`config.mk`:
```
export PLATFORM = sky130hd
export DESIGN_NAME = cpu_datapath
export DESIGN_NICKNAME = d
export VERILOG_FILES = /design/src/lc3b_types.sv /design/src/pipe_latch.sv /design/src/instruction_fetch.sv /design/src/instruction_decode.sv /design/src/execution_module.sv /design/src/memory_module.sv /design/src/writeback_module.sv /design/src/cpu_datapath.sv
export SDC_FILE = /design/constraint.sdc
export NUM_CORES = 1
export LEC_CHECK = 0
export BUFFER_PORTS_ARGS = -buffer_cell sky130_fd_sc_hd__buf_2
export CAP_MARGIN = 0
export CORE_UTILIZATION = 59
export DETAILED_ROUTE_END_ITERATION = 8
export PLACE_DENSITY = 0.77
export SKIP_LAST_GASP = 1
export SLEW_MARGIN = 20
export SYNTH_ARGS = -nofsm -noshare
export SYNTH_HDL_FRONTEND = slang
export SYNTH_SLANG_ARGS = --single-unit
```
`constraint.sdc`:
```
create_clock -name clk -period 3.1 [get_ports clk]
set_clock_uncertainty 0.15 [all_clocks]
set_input_delay 0.465 -clock clk [delete_from_list [all_inputs] [get_ports clk]]
set_output_delay 0.465 -clock clk [all_outputs]
set_load 0.05 [all_outputs]
```
`src/lc3b_types.sv`:
```
`default_nettype none

package lc3b_types;

	typedef logic [15:0] lc3b_word; // Data and address width.

	// Opcode values follow the LC-3b encoding.
	typedef enum logic [3:0] {
		op_br  = 4'b0000,
		op_add = 4'b0001,
		op_and = 4'b0101,
		op_not = 4'b1001,
		op_ldr = 4'b0110,
		op_str = 4'b0111
	} lc3b_opcode;

	typedef enum logic [1:0] {
		alu_add,
		alu_and,
		alu_not,
		alu_pass // Routes the address adders.
	} lc3b_aluop;

	// An all-zero word is a bubble and does nothing.
	typedef struct packed {
		lc3b_opcode opcode;
		lc3b_aluop  aluop;
		logic       sr2_imm;      // Second operand is imm5.
		logic       mem_read;
		logic       mem_write;
		logic       load_regfile;
		logic       load_cc;
		logic       is_branch;
		logic [2:0] dest;
	} lc3b_control;

	typedef struct packed {
		lc3b_word ir;
		lc3b_word pc;
	} if_id_payload;

	typedef struct packed {
		lc3b_word    ir;
		lc3b_word    pc;
		lc3b_control ctrl;
		lc3b_word    sr1;
		lc3b_word    sr2;
	} id_ex_payload;

	typedef struct packed {
		lc3b_word    ir;
		lc3b_word    pc;
		lc3b_control ctrl;
		lc3b_word    alu;
		lc3b_word    store_data;
	} ex_mem_payload;

	typedef struct packed {
		lc3b_word    ir;
		lc3b_word    pc;
		lc3b_control ctrl;
		lc3b_word    alu;
		lc3b_word    mdr;
	} mem_wb_payload;

endpackage : lc3b_types

`default_nettype wire

```
`src/pipe_latch.sv`:
```
`timescale 1ns/1ps
`default_nettype none

// Stage boundary register, shared by all four pipeline boundaries.
module pipe_latch #(
	parameter type payload_t = logic
) (
	input wire clk,
	input wire reset,
	input wire flush,
	input wire payload_t d,
	output payload_t q
);

	always_ff @(posedge clk) begin
		if (reset || flush)
			q <= '0; // Zero payload is an inert bubble.
		else
			q <= d;
	end

endmodule : pipe_latch

`default_nettype wire

```
`src/instruction_fetch.sv`:
```
`timescale 1ns/1ps
`default_nettype none

module instruction_fetch #(
	parameter lc3b_types::lc3b_word reset_pc = 16'h0000
) (
	input wire clk,
	input wire reset,
	input wire branch_enable,
	input wire lc3b_types::lc3b_word branch_target,
	output lc3b_types::lc3b_word pc
);

	import lc3b_types::*;

	lc3b_word next_pc;

	// Taken branch overrides the sequential step.
	always_comb begin
		if (branch_enable)
			next_pc = branch_target;
		else
			next_pc = pc + 16'd2;
	end

	always_ff @(posedge clk) begin
		if (reset)
			pc <= reset_pc;
		else
			pc <= next_pc;
	end

endmodule : instruction_fetch

`default_nettype wire

```
`src/instruction_decode.sv`:
```
`timescale 1ns/1ps
`default_nettype none

module instruction_decode (
	input wire clk,
	input wire reset,
	input wire lc3b_types::if_id_payload if_id,
	input wire reg_we,
	input wire [2:0] reg_dest,
	input wire lc3b_types::lc3b_word reg_wdata,
	output lc3b_types::id_ex_payload id_ex
);

	import lc3b_types::*;

	lc3b_word    regs [8];
	lc3b_word    ir;
	lc3b_opcode  opcode;
	lc3b_control ctrl;
	logic [2:0]  sr1_idx;
	logic [2:0]  sr2_idx;
	lc3b_word    sr1_val;
	lc3b_word    sr2_val;

	assign ir      = if_id.ir;
	assign opcode  = lc3b_opcode'(ir[15:12]);
	assign sr1_idx = ir[8:6];
	assign sr2_idx = (opcode == op_str) ? ir[11:9] : ir[2:0]; // STR reads its source here.

	always_ff @(posedge clk) begin
		if (reset) begin
			for (int i = 0; i < 8; i++)
				regs[i] <= '0;
		end else if (reg_we) begin
			regs[reg_dest] <= reg_wdata;
		end
	end

	// Same-cycle write is seen by the read ports.
	always_comb begin
		sr1_val = regs[sr1_idx];
		if (reg_we && reg_dest == sr1_idx)
			sr1_val = reg_wdata;
		sr2_val = regs[sr2_idx];
		if (reg_we && reg_dest == sr2_idx)
			sr2_val = reg_wdata;
	end

	always_comb begin
		ctrl = '0; // Unsupported opcodes decode to a bubble.
		unique case (opcode)
			op_add, op_and: begin
				ctrl.opcode       = opcode;
				ctrl.aluop        = (opcode == op_add) ? alu_add : alu_and;
				ctrl.sr2_imm      = ir[5];
				ctrl.load_regfile = 1'b1;
				ctrl.load_cc      = 1'b1;
				ctrl.dest         = ir[11:9];
			end
			op_not: begin
				ctrl.opcode       = op_not;
				ctrl.aluop        = alu_not;
				ctrl.load_regfile = 1'b1;
				ctrl.load_cc      = 1'b1;
				ctrl.dest         = ir[11:9];
			end
			op_ldr: begin
				ctrl.opcode       = op_ldr;
				ctrl.aluop        = alu_pass;
				ctrl.mem_read     = 1'b1;
				ctrl.load_regfile = 1'b1;
				ctrl.load_cc      = 1'b1;
				ctrl.dest         = ir[11:9];
			end
			op_str: begin
				ctrl.opcode    = op_str;
				ctrl.aluop     = alu_pass;
				ctrl.mem_write = 1'b1;
			end
			op_br: begin
				ctrl.opcode    = op_br;
				ctrl.aluop     = alu_pass;
				ctrl.is_branch = 1'b1; // nzp 000 never fires, so this doubles as NOP.
			end
			default: ctrl = '0;
		endcase
	end

	always_comb begin
		id_ex.ir   = ir;
		id_ex.pc   = if_id.pc;
		id_ex.ctrl = ctrl;
		id_ex.sr1  = sr1_val;
		id_ex.sr2  = sr2_val;
	end

endmodule : instruction_decode

`default_nettype wire

```
`src/execution_module.sv`:
```
`timescale 1ns/1ps
`default_nettype none

module execution_module (
	input wire lc3b_types::id_ex_payload id_ex,
	output lc3b_types::ex_mem_payload ex_mem
);

	import lc3b_types::*;

	lc3b_word ir;
	lc3b_word imm5;
	lc3b_word off6;
	lc3b_word off9;
	lc3b_word operand_b;
	lc3b_word mem_addr;
	lc3b_word br_addr;
	lc3b_word result;

	assign ir   = id_ex.ir;
	assign imm5 = {{11{ir[4]}}, ir[4:0]};
	assign off6 = {{9{ir[5]}}, ir[5:0], 1'b0}; // Word offset, scaled to bytes.
	assign off9 = {{6{ir[8]}}, ir[8:0], 1'b0};

	assign operand_b = id_ex.ctrl.sr2_imm ? imm5 : id_ex.sr2;

	assign mem_addr = id_ex.sr1 + off6; // Base plus offset6.
	assign br_addr  = id_ex.pc + 16'd2 + off9; // Relative to the next PC.

	always_comb begin
		unique case (id_ex.ctrl.aluop)
			alu_add:  result = id_ex.sr1 + operand_b;
			alu_and:  result = id_ex.sr1 & operand_b;
			alu_not:  result = ~id_ex.sr1;
			alu_pass: result = id_ex.ctrl.is_branch ? br_addr : mem_addr;
			default:  result = '0;
		endcase
	end

	always_comb begin
		ex_mem.ir         = ir;
		ex_mem.pc         = id_ex.pc;
		ex_mem.ctrl       = id_ex.ctrl;
		ex_mem.alu        = result;
		ex_mem.store_data = id_ex.sr2;
	end

endmodule : execution_module

`default_nettype wire

```
`src/memory_module.sv`:
```
`timescale 1ns/1ps
`default_nettype none

module memory_module (
	input wire lc3b_types::ex_mem_payload ex_mem,
	input wire lc3b_types::lc3b_word mem_rdata2,
	output lc3b_types::lc3b_word mem_addr2,
	output logic mem_read2,
	output logic mem_write2,
	output lc3b_types::lc3b_word mem_wdata2,
	output lc3b_types::mem_wb_payload mem_wb
);

	import lc3b_types::*;

	// Address always comes from the ALU field.
	assign mem_addr2  = ex_mem.alu;
	assign mem_read2  = ex_mem.ctrl.mem_read;
	assign mem_write2 = ex_mem.ctrl.mem_write;
	assign mem_wdata2 = ex_mem.store_data;

	always_comb begin
		mem_wb.ir   = ex_mem.ir;
		mem_wb.pc   = ex_mem.pc;
		mem_wb.ctrl = ex_mem.ctrl;
		mem_wb.alu  = ex_mem.alu;
		mem_wb.mdr  = ex_mem.ctrl.mem_read ? mem_rdata2 : '0; // Only loads fill the MDR.
	end

endmodule : memory_module

`default_nettype wire

```
`src/writeback_module.sv`:
```
`timescale 1ns/1ps
`default_nettype none

module writeback_module (
	input wire clk,
	input wire reset,
	input wire lc3b_types::mem_wb_payload mem_wb,
	output logic reg_we,
	output logic [2:0] reg_dest,
	output lc3b_types::lc3b_word reg_wdata,
	output logic branch_enable,
	output lc3b_types::lc3b_word branch_target,
	output logic flush
);

	import lc3b_types::*;

	logic [2:0] nzp; // Condition codes, n z p from high to low.
	logic [2:0] new_nzp;

	assign reg_wdata = mem_wb.ctrl.mem_read ? mem_wb.mdr : mem_wb.alu;
	assign reg_we    = mem_wb.ctrl.load_regfile;
	assign reg_dest  = mem_wb.ctrl.dest;

	// Sign and zero test of the value being written.
	assign new_nzp = reg_wdata[15] ? 3'b100 : (reg_wdata == '0) ? 3'b010 : 3'b001;

	always_ff @(posedge clk) begin
		if (reset)
			nzp <= 3'b010;
		else if (mem_wb.ctrl.load_cc)
			nzp <= new_nzp;
	end

	assign branch_enable = mem_wb.ctrl.is_branch && |(mem_wb.ir[11:9] & nzp);
	assign branch_target = mem_wb.alu;
	assign flush         = branch_enable; // Squash the four younger slots.

endmodule : writeback_module

`default_nettype wire

```
`src/cpu_datapath.sv`:
```
`timescale 1ns/1ps
`default_nettype none

module cpu_datapath #(
	parameter lc3b_types::lc3b_word reset_pc = 16'h0000
) (
	input wire clk,
	input wire reset,
	output lc3b_types::lc3b_word mem_addr1,
	output logic mem_read1,
	input wire lc3b_types::lc3b_word mem_rdata1,
	output lc3b_types::lc3b_word mem_addr2,
	output logic mem_read2,
	output logic mem_write2,
	input wire lc3b_types::lc3b_word mem_rdata2,
	output lc3b_types::lc3b_word mem_wdata2
);

	import lc3b_types::*;

	lc3b_word      pc;
	if_id_payload  if_id_d;
	if_id_payload  if_id_q;
	id_ex_payload  id_ex_d;
	id_ex_payload  id_ex_q;
	ex_mem_payload ex_mem_d;
	ex_mem_payload ex_mem_q;
	ex_mem_payload ex_mem_live;
	mem_wb_payload mem_wb_d;
	mem_wb_payload mem_wb_q;

	logic          reg_we;
	logic [2:0]    reg_dest;
	lc3b_word      reg_wdata;
	logic          branch_enable;
	lc3b_word      branch_target;
	logic          flush;

	assign mem_addr1 = pc;
	assign mem_read1 = ~reset; // Fetch runs every cycle out of reset.

	assign if_id_d.ir = mem_rdata1;
	assign if_id_d.pc = pc;

	// The instruction in memory is younger than a taken branch, so its access is dropped.
	assign ex_mem_live = flush ? '0 : ex_mem_q;

	instruction_fetch #(
		.reset_pc(reset_pc)
	) u_fetch (
		.clk(clk),
		.reset(reset),
		.branch_enable(branch_enable),
		.branch_target(branch_target),
		.pc(pc)
	);

	pipe_latch #(.payload_t(if_id_payload)) u_if_id_latch (
		.clk(clk),
		.reset(reset),
		.flush(flush),
		.d(if_id_d),
		.q(if_id_q)
	);

	instruction_decode u_decode (
		.clk(clk),
		.reset(reset),
		.if_id(if_id_q),
		.reg_we(reg_we),
		.reg_dest(reg_dest),
		.reg_wdata(reg_wdata),
		.id_ex(id_ex_d)
	);

	pipe_latch #(.payload_t(id_ex_payload)) u_id_ex_latch (
		.clk(clk),
		.reset(reset),
		.flush(flush),
		.d(id_ex_d),
		.q(id_ex_q)
	);

	execution_module u_execute (
		.id_ex(id_ex_q),
		.ex_mem(ex_mem_d)
	);

	pipe_latch #(.payload_t(ex_mem_payload)) u_ex_mem_latch (
		.clk(clk),
		.reset(reset),
		.flush(flush),
		.d(ex_mem_d),
		.q(ex_mem_q)
	);

	memory_module u_memory (
		.ex_mem(ex_mem_live),
		.mem_rdata2(mem_rdata2),
		.mem_addr2(mem_addr2),
		.mem_read2(mem_read2),
		.mem_write2(mem_write2),
		.mem_wdata2(mem_wdata2),
		.mem_wb(mem_wb_d)
	);

	pipe_latch #(.payload_t(mem_wb_payload)) u_mem_wb_latch (
		.clk(clk),
		.reset(reset),
		.flush(flush),
		.d(mem_wb_d),
		.q(mem_wb_q)
	);

	writeback_module u_writeback (
		.clk(clk),
		.reset(reset),
		.mem_wb(mem_wb_q),
		.reg_we(reg_we),
		.reg_dest(reg_dest),
		.reg_wdata(reg_wdata),
		.branch_enable(branch_enable),
		.branch_target(branch_target),
		.flush(flush)
	);

endmodule : cpu_datapath

`default_nettype wire

```
==> reports/metrics.yaml, run 1 <==
cts:
  htreeDepth: 2
  clk_latency_ns: 0.52
  ctsRootBufferMaster: "clkbuf_16"
  path_clk_slew_ns: 0.06
  cts_buffers: 35
  cts_sinks: 332
  cts_setup_buffers: 0
  clk_path_buf_depth: 3
  cts_tree: "yes"
power:
  peakVddDrop_mv: 0.726
  power.density_nw_per_um2: 573
  power.leakage_nw: 7.39
synth:
  synth-seq-cells: 332
  synth_largest_area_cell: "dfxtp_1"
  syn_nets: 1596
  syn_inst: 1501
  synth_edf_count: 128
  ys.warnings.count: 0
  synthTopCellsByArea: "dfxtp_1, edfxtp_1, mux4_2"
  ys_seq_area_frac: 0.499
  synth.distinct_cells: 59
  synth-async-reset-ratio: 0
  synth_area_sq_um: 15900
  synth_ff_type: "dfxtp_1"
  syn_area_per_cell_sq_um: 10.6
  synth_top_cell_area_share: 0.257
drt:
  wire_per_inst_microns: 21.5
  drt_iter0_markers: 1201
  drc: 14
  top_layer: "met4"
  ant_nets: 0
  wirelength_mm: 42.2
  met1_length_mm: 16.2
  routed_via_density: 6.07
  vias: 11912
  met2_length_mm: 20.9
  firstDrtPassIters: 7
  wl_met3_mm: 3.44
placed_design:
  placed_cell_area_sq_um: 16900
  port_buffers: 84
  gp_congestion: 0.976
  post-place-ws_ns: 0.204
  hpwl_mm: 29.3
timing:
  hold_viol_final: 0
  setup_viol: 0
  rsz0062_at_grt: "yes"
  slew_viol_final: 0
  fin_tns_setup_ns: 0
  relSlewSlack: 0.359
  period_minus_slack_ns: 3.02
  finalWorstSetupSlack_ns: 0.0835
  max_freq_mhz: 332
  tightest_slew_ns: 0.961
  whs_ns: 0.00454
  finalCritPeriodShare: 0.973
floorplan:
  ios: 85
  core-area_sq_um: 26300
  die-area_sq_um: 27600
  dieHeight_microns: 166
  rows: 59
  fp.dieW_microns: 166
  start_util: 0.605
global_routing:
  antenna_found_initial: 0
  grt_start_max_net_pins: 43
  grt_pass1_vias: 11865
  grtUsageTotal: 0.309
  globalRouteOverflowTotal: 0
  grt_pass1_wl_mm: 65.7
worst_setup_path:
  crit_required_ns: 3.34
  critPathSlowestCell: "dfxtp_1"
  critPathCaptureType: "flip-flop"
  timing.critical_path.cells: "mux2_2 -> ha_1 -> inv_1 -> fa_1 -> nor2b_1 -> o2111ai_1 -> a21oi_1 -> nor2_1 -> xnor2_1 -> a221oi_1 -> a31oi_1"
  crit_buf_inv: 1
  critPathMaxStageDelay_ns: 0.43
  arrival_ns: 3.25
  startpoint_type: "flip-flop"
  worstPathMaxFanout: 5
  crit_family: "compound AO/OA/AOI/OAI gates"
  path_class: "reg -> reg"
finish:
  area_growth_syn_to_layout_pct: 14.9
  fill_cells: 1892
  nets: 1695
  final_core_util: 0.695
  fin_area_sq_um: 18300
  drive_gt1_frac: 0.185
hold_path:
  hold_class: "in -> reg"
outcome:
  status: "complete, but fails checks"
  violations: "design-rule violations"
run:
  cap_violations: 0
[cell families after synthesis]
| group | Yosys count | share of synthesized area |
|---|---|---|
| buffers and inverters | 135 | 0.0337 |
| flip-flops | 332 | 0.499 |
| XOR/XNOR | 50 | 0.0275 |
| multiplexers | 116 | 0.128 |
| adder cells (fa/ha/maj) | 61 | 0.0494 |
| AO/OA/AOI/OAI | 234 | 0.0902 |
| AND/OR/NAND/NOR | 573 | 0.172 |
[final cells by class]
class                           count  area (sq um)  share of cell area
Timing Repair Buffer              160          1100              0.0600
Inverter                           37           139             0.00760
Tap cell                          335           419              0.0229
Antenna cell                        1          2.50            0.000137
Multi-Input combinational cell   1034          7470               0.409
Clock inverter                     20           272              0.0149
Clock buffer                       43           946              0.0518
Sequential cell                   332          7930               0.434
[state kept, by name (all words and copies together), names as in the netlist]
signal / flops
u_fetch.pc: 16
u_if_id_latch.q: 32
u_id_ex_latch.q: 70
u_ex_mem_latch.q: 42
u_decode.regs: 128
u_writeback.nzp: 3
u_mem_wb_latch.q: 41
[synth_stat cells, types with 3 or more instances]
cell type  number
nor2_1        231
buf_4           5
mux4_2         67
a21o_1          7
nand2_1       113
ha_1           58
buf_2           8
nand3_1        16
nor2b_1        10
inv_1          37
and2_1        133
edfxtp_1      128
o211ai_1        7
and3_1         25
xor2_1         19
a31oi_1         3
mux2_2         20
o31ai_1         4
a21oi_1        90
dfxtp_1       204
a211oi_1       22
mux2i_1        27
o21a_1         21
a22oi_1         4
or3_1           4
a221oi_1        6
nand2b_1        3
fa_1            3
nand3b_1        4
o21bai_1        4
nor3_1         10
buf_1           5
a211o_1         3
xnor2_1        31
nand4_1        10
nor4_1          3
o21ai_0        48
clkbuf_1       80
[power by group]
part	total, mW	internal (mW)	switching [mW]
Sequential	4.85	4.70	0.156
Clock	4.43	2.69	1.74
Combinational	1.20	0.484	0.711
Total	10.5	7.87	2.61
[worst register-to-register path: stages (launching register included)]
cell       delay, ns
dfxtp_1         0.43
mux2_2          0.20
ha_1            0.16
inv_1           0.07
fa_1            0.41
nor2b_1         0.25
o2111ai_1       0.20
a21oi_1         0.27
nor2_1          0.10
xnor2_1         0.15
a221oi_1        0.36
a31oi_1         0.13
[layer usage]
| metal | global-route usage | up-vias |
|---|---|---|
| met4 | 0.130 | 0 |
| li1 | - | 5499 |
| met1 | 0.390 | 5744 |
| met2 | 0.531 | 558 |
| met5 | 0 | - |
| met3 | 0.0479 | 111 |
[path summary, 6_finish.rpt]
path / cells past startpoint / start / to / slack (ns)
worst max-delay path: 11 / u_id_ex_latch.q[40]$_SDFF_PP0_ / u_ex_mem_latch.q[26]$_SDFF_PP0_ / 0.08
worst min-delay path: 2 / mem_rdata2[5] / u_mem_wb_latch.q[5]$_SDFF_PP0_ / 0.005
worst max register to register: 11 / u_id_ex_latch.q[40]$_SDFF_PP0_ / u_ex_mem_latch.q[26]$_SDFF_PP0_ / 0.08
worst min register to register: 1 / u_id_ex_latch.q[74]$_SDFF_PP0_ / u_ex_mem_latch.q[74]$_SDFF_PP0_ / 0.27
[layout by cell type (no fill, tap or decap), types with 54 or more instances in the layout]
cell / count
ha_1: 58
mux4_2: 67
edfxtp_1: 128
buf_4: 54
a21oi_1: 89
buf_2: 84
nor2_1: 231
and2_1: 133
nand2_1: 111
dfxtp_1: 203
[repair_timing]
action,CTS,global route
hold endpoints to repair,17,0
gates resized for setup,0,1
hold buffers,17,0
endpoints found under the setup margin,0,3
[per-stage QoR]
step,std cells,total power [mW]
2_1_floorplan,1501,5.71
4_1_cts,1961,10.5
5_1_grt,1961,10.8
3_5_place_dp,1881,6.10
6_report,1962,10.5
3_3_place_gp,1881,6.07
No activity file was read; power rests on OpenSTA's default activity.
==> run 2: changes to the inputs <==
--- a/config.mk
+++ b/config.mk
@@ -7,6 +7,7 @@
 export LEC_CHECK = 0
 export BUFFER_PORTS_ARGS = -buffer_cell sky130_fd_sc_hd__buf_2
 export CAP_MARGIN = 0
+export CORE_ASPECT_RATIO = 1.5
 export CORE_UTILIZATION = 59
 export DETAILED_ROUTE_END_ITERATION = 8
 export PLACE_DENSITY = 0.77
==> run 2 against run 1 <==
- first-iteration DRC count fell by 25%
- fmax rose by 2.7%
- via count barely moved
- count of clock-buffer cells in the layout fell by 6
- final cell count rose by 0.71%
- register-to-register slack improved by 0.08 ns
- total power fell by 3.4%
- clock power fell by 8.1%
- die area barely moved
- hold slack improved by 0.027 ns
- sequential power barely moved
- critical endpoint is now u_ex_mem_latch.q[28]$_SDFF_PP0_
- the flow now finishes without violations
==> reports/metrics.yaml, run 2 (synthesis gave the netlist of run 1 again) <==
outcome:
  status: "finished, final reports clean"
global_routing:
  grt_pass1_vias: 12225
  antenna_found_initial: 0
  grt_pass1_wl_mm: 66.4
  grt_start_max_net_pins: 42
  globalRouteOverflowTotal: 0
  grtUsageTotal: 0.322
finish:
  fin_area_sq_um: 18400
  fill_cells: 1922
  top_regs: "u_decode.regs: 128 flops, u_id_ex_latch.q: 70 flops, u_ex_mem_latch.q: 42 flops"
  nets: 1711
  largest_reg_flops: 128
  final_common_cell: "nor2_1"
  area_growth_syn_to_layout_pct: 15.6
  n_antenna_cell: 0
  drive_gt1_frac: 0.185
  top_register: "u_decode.regs"
  final_cell_mix: "nor2_1, dfxtp_1, and2_1"
  fin_cells: 1976
cts:
  cts_tree: "yes"
  cts_sinks: 332
  htreeDepth: 1
  path_clk_slew_ns: 0.07
  clk_latency_ns: 0.56
  ctsRootBufferMaster: "clkbuf_16"
  cts_buffers: 30
  clk_path_buf_depth: 3
timing:
  fin_tns_setup_ns: 0
  hold_viol_final: 0
  rsz0062_at_grt: "no"
  finalCritPeriodShare: 0.948
  setup_viol: 0
  slew_viol_final: 0
  relSlewSlack: 0.378
  period_minus_slack_ns: 2.94
  tightest_slew_ns: 0.907
  max_freq_mhz: 340
worst_setup_path:
  crit_required_ns: 3.44
  rr_endpoint: "u_ex_mem_latch.q[28]$_SDFF_PP0_"
  arrival_ns: 3.28
  path_class: "reg -> reg"
  worstPathMaxFanout: 4
  reg2reg_slack_ns: 0.16
  rr_worst_depth: 12
  r2r_start: "u_id_ex_latch.q[64]$_SDFF_PP0_"
  startpoint_type: "flip-flop"
  critPathCaptureType: "flip-flop"
placed_design:
  placed_cells: 1889
  port_buffers: 84
  gp_congestion: 0.979
  placed_cell_area_sq_um: 16900
  hpwl_mm: 30.9
power:
  p_total_mw: 10.1
  power.leakage_nw: 7.43
  peakVddDrop_mv: 0.507
  power.density_nw_per_um2: 551
floorplan:
  start_util: 0.600
  die-area_sq_um: 27600
  rows: 73
  fp.dieW_microns: 136
  core-area_sq_um: 26500
  ios: 85
  dieHeight_microns: 203
drt:
  vias: 11905
  wirelength_mm: 43.3
  firstDrtPassIters: 5
  routed_via_density: 6.02
  ant_nets: 0
  wire_per_inst_microns: 21.9
  drc: 0
  drt_iter0_markers: 895
hold_path:
  hold_class: "in -> reg"
  hold_path_end: "u_mem_wb_latch.q[9]$_SDFF_PP0_"
  hold_path_depth: 2
  hold_start: "mem_rdata2[9]"
run:
  cap_violations: 0
run 2: changes by cell type in the layout (fill, tap and decap cells not counted), sizes merged:
cell | previous run | this run
buf | 143 | 151
clkbuf | 43 | 37
clkinvlp | 1 | 0
diode | 1 | 0
dlygate4sd3 | 17 | 30
inv | 40 | 39
run 2: layer usage:
metal | vias up | routed length, microns | track usage
li1 | 5510 | - | -
met1 | 5755 | 15500 | 0.362
met2 | 498 | 22800 | 0.583
met3 | 142 | 2520 | 0.0307
met4 | 0 | 2420 | 0.184
met5 | - | 0 | 0
run 2: through the flow:
step,utilization,hold WS [ns],worst slack [ns]
6_report,0.694,0.0320,0.162
5_1_grt,0.694,0.00652,0.00214
4_1_cts,0.692,0.0114,0.0471
3_5_place_dp,0.640,0.263,0.0822
3_3_place_gp,0.640,0.257,0.154
2_1_floorplan,-,0.256,0.409
run 2: what timing repair did:
| item | in CTS | in global routing |
|---|---|---|
| hold buffers | 30 | 0 |
| resized for setup | 0 | 5 |
| endpoints found under the hold margin | 30 | 0 |
| buffers inserted | 0 | 2 |
| endpoints found under the setup margin | 0 | 7 |
run 2: report_power, final:
group          internal (mW)  total (mW)  leakage [nW]  switching [mW]
Combinational          0.502        1.21          3.90           0.712
Clock                   2.46        4.07         0.547            1.61
Sequential              4.70        4.84          2.99           0.143
run 2: worst max-delay path by stage:
stage	from	end	slack, ns	depth (start not counted)
floorplan	u_id_ex_latch.q[40]$_SDFF_PP0_	u_ex_mem_latch.q[24]$_SDFF_PP0_	0.41	12
global placement	u_id_ex_latch.q[40]$_SDFF_PP0_	u_ex_mem_latch.q[24]$_SDFF_PP0_	0.15	11
detailed placement	u_id_ex_latch.q[40]$_SDFF_PP0_	u_ex_mem_latch.q[24]$_SDFF_PP0_	0.08	11
CTS	u_id_ex_latch.q[40]$_SDFF_PP0_	u_ex_mem_latch.q[24]$_SDFF_PP0_	0.05	11
global route	u_id_ex_latch.q[40]$_SDFF_PP0_	u_ex_mem_latch.q[24]$_SDFF_PP0_	0.002	11
finish	u_id_ex_latch.q[64]$_SDFF_PP0_	u_ex_mem_latch.q[28]$_SDFF_PP0_	0.16	12
run 2: cell type report:
cell class | count | area, sq um | area share
clock buffer | 37 | 860 | 0.0468
timing repair buffer | 181 | 1300 | 0.0707
inverter | 37 | 139 | 0.00756
clock inverter | 18 | 240 | 0.0131
multi-input combinational | 1034 | 7490 | 0.407
sequential | 332 | 7930 | 0.432
tap | 337 | 422 | 0.0229
run 2: worst max-delay path, cell delays in order (launching register included):
cell     delay, ns
dfxtp_1       0.44
ha_1          0.28
ha_1          0.20
inv_1         0.08
fa_1          0.22
nor2b_2       0.06
o31a_1        0.32
buf_4         0.15
o21a_1        0.20
o41ai_1       0.39
xnor2_1       0.19
nand2_1       0.08
a31oi_1       0.13
==> run 3: changes to the inputs <==
--- a/config.mk
+++ b/config.mk
@@ -11,6 +11,7 @@
 export CORE_UTILIZATION = 59
 export DETAILED_ROUTE_END_ITERATION = 8
 export PLACE_DENSITY = 0.77
+export SETUP_SLACK_MARGIN = 0.3
 export SKIP_LAST_GASP = 1
 export SLEW_MARGIN = 20
 export SYNTH_ARGS = -nofsm -noshare
==> run 3 against run 2 <==
- combinational power increased by 3%
- die area unchanged
- sequential power about the same
- sequential share of layout area decreased by 0.58 points
- register-to-register slack improved by 0.24 ns
- final cell count increased by 0.30%
- non-clock buffer count increased by 5
- largest cell class unchanged
- highest routed layer unchanged
==> reports/metrics.yaml, run 3 (synthesis gave the netlist of run 1 again) <==
finish:
  multi_input_area_sq_um: 7680
  largest_reg_flops: 128
  final_common_cell: "nor2_1"
  final_cell_mix: "nor2_1, dfxtp_1, and2_1"
  final_core_util: 0.704
  final-seq-area_sq_um: 7940
  fill_cells: 1883
  top_register: "u_decode.regs"
  n_antenna_cell: 0
  drive_gt1_frac: 0.207
  top_regs: "u_decode.regs: 128 flops, u_id_ex_latch.q: 70 flops, u_ex_mem_latch.q: 42 flops"
  nets: 1717
  area_growth_syn_to_layout_pct: 17.3
global_routing:
  globalRouteOverflowTotal: 0
  grtUsageTotal: 0.322
  grt_pass1_wl_mm: 66.5
  antenna_found_initial: 0
  grt_start_max_net_pins: 42
  grt_pass1_vias: 12277
timing:
  period_minus_slack_ns: 2.73
  hold_viol_final: 0
  fin_tns_setup_ns: 0
  rsz0062_at_grt: "yes"
  tightest_slew_ns: 0.900
  relSlewSlack: 0.383
  setup_viol: 0
  slew_viol_final: 0
  finalCritPeriodShare: 0.880
  max_freq_mhz: 367
power:
  power.leakage_nw: 7.51
  p_total_mw: 10.2
  peakVddDrop_mv: 0.506
  power.density_nw_per_um2: 545
worst_setup_path:
  rr_worst_depth: 10
  arrival_ns: 2.11
  critPathCaptureType: "output port"
  startpoint: "u_writeback.nzp[0]$_SDFFE_PP0P_"
  r2r_start: "u_id_ex_latch.q[66]$_SDFF_PP0_"
  rr_endpoint: "u_ex_mem_latch.q[28]$_SDFF_PP0_"
  path_class: "reg -> out"
  worstSetupEndpoint: "mem_wdata2[13]"
  worstPathMaxFanout: 41
  crit_required_ns: 2.48
  startpoint_type: "flip-flop"
  reg2reg_slack_ns: 0.40
floorplan:
  rows: 73
  start_util: 0.600
  ios: 85
  fp.dieW_microns: 136
  core-area_sq_um: 26500
  die-area_sq_um: 27600
  dieHeight_microns: 203
drt:
  routed_via_density: 6.05
  met1_length_mm: 15.9
  wire_per_inst_microns: 22.0
  firstDrtPassIters: 5
  ant_nets: 0
  wirelength_mm: 43.5
  vias: 11984
  top_layer: "met4"
  wl_met3_mm: 2.28
  met2_length_mm: 22.7
  drt_iter0_markers: 907
  drc: 0
cts:
  cts_sinks: 332
  clk_path_buf_depth: 3
  htreeDepth: 1
  cts_tree: "yes"
  clk_latency_ns: 0.56
  ctsRootBufferMaster: "clkbuf_16"
  cts_buffers: 30
  path_clk_slew_ns: 0.07
placed_design:
  hpwl_mm: 30.9
  port_buffers: 84
  gp_congestion: 0.979
hold_path:
  hold_class: "in -> reg"
outcome:
  status: "finished, final reports clean"
run:
  cap_violations: 0
==> run 3: cell types whose count changed in the layout (fill, tap and decap cells not counted), moves of 4 or more <==
cell      previous run  this run
buf_2               84        72
clkbuf_4             0        12
ha_1                58        51
a21oi_1             89        84
a21oi_2              0         5
buf_4               61        65
dfxtp_1            202       198
ha_4                 0         4
o21ai_0             48        44
==> run 3: final cells by class <==
cell class	instances	area share
flip-flops and latches	332	0.426
repair buffers	186	0.0735
clock inverters	18	0.0129
well taps	337	0.0226
multi-input cells	1035	0.412
clock buffers	37	0.0461
inverters	37	0.00745
==> run 3: repair_timing <==
action,CTS,global route
hold endpoints to repair,30,0
hold buffers,30,0
setup endpoints to repair,33,34
gates resized for setup,11,53
gates cloned,0,1
setup buffers,2,5
pin swaps,3,19
==> run 3: report_power, final <==
| group | switching [mW] | total, mW | internal, mW | leakage, nW |
|---|---|---|---|---|
| clock network | 1.62 | 4.07 | 2.46 | 0.547 |
| logic | 0.728 | 1.25 | 0.526 | 3.98 |
| registers | 0.145 | 4.84 | 4.69 | 2.99 |
| total | 2.49 | 10.2 | 7.68 | 7.51 |
==> run 3: metrics by stage <==
| stage | hold WS [ns] | area (sq um) | cells | worst slack (ns) |
|---|---|---|---|---|
| after floorplan | 0.256 | 15900 | 1501 | 0.409 |
| after global placement | 0.257 | 16900 | 1889 | 0.154 |
| after detailed placement | 0.263 | 16900 | 1889 | 0.0822 |
| after CTS | 0.0114 | 18400 | 1976 | 0.214 |
| after global routing | 0.00691 | 18600 | 1982 | 0.267 |
| final | 0.0290 | 18600 | 1982 | 0.372 |
==> run 3: how the worst min path moves through the flow <==
stage / start / to / slack [ns] / depth (start not counted)
global route: mem_rdata2[4] / u_mem_wb_latch.q[4]$_SDFF_PP0_ / 0.007 / 2
global placement: u_ex_mem_latch.q[72]$_SDFF_PP0_ / u_mem_wb_latch.q[72]$_SDFF_PP0_ / 0.26 / 1
detailed placement: u_ex_mem_latch.q[32]$_SDFF_PP0_ / u_mem_wb_latch.q[32]$_SDFF_PP0_ / 0.26 / 1
floorplan: u_id_ex_latch.q[32]$_SDFF_PP0_ / u_ex_mem_latch.q[32]$_SDFF_PP0_ / 0.26 / 1
CTS: mem_rdata2[9] / u_mem_wb_latch.q[9]$_SDFF_PP0_ / 0.01 / 2
finish: mem_rdata2[9] / u_mem_wb_latch.q[9]$_SDFF_PP0_ / 0.03 / 2
==> run 3: worst max-delay path, stage by stage (launching register included) <==
cell and delay (ns):
dfxtp_1 0.32, a22oi_1 0.19, nand2_1 0.21, nand2_4 0.20
buf_12 0.20, and2_1 0.14, buf_2 0.27
==> run 3: layer usage <==
layer  global-route usage  vias to the layer above
met5                    0                        -
met4                0.191                        0
met3               0.0310                      160
met2                0.581                      499
met1                0.363                     5795
li1                     -                     5530
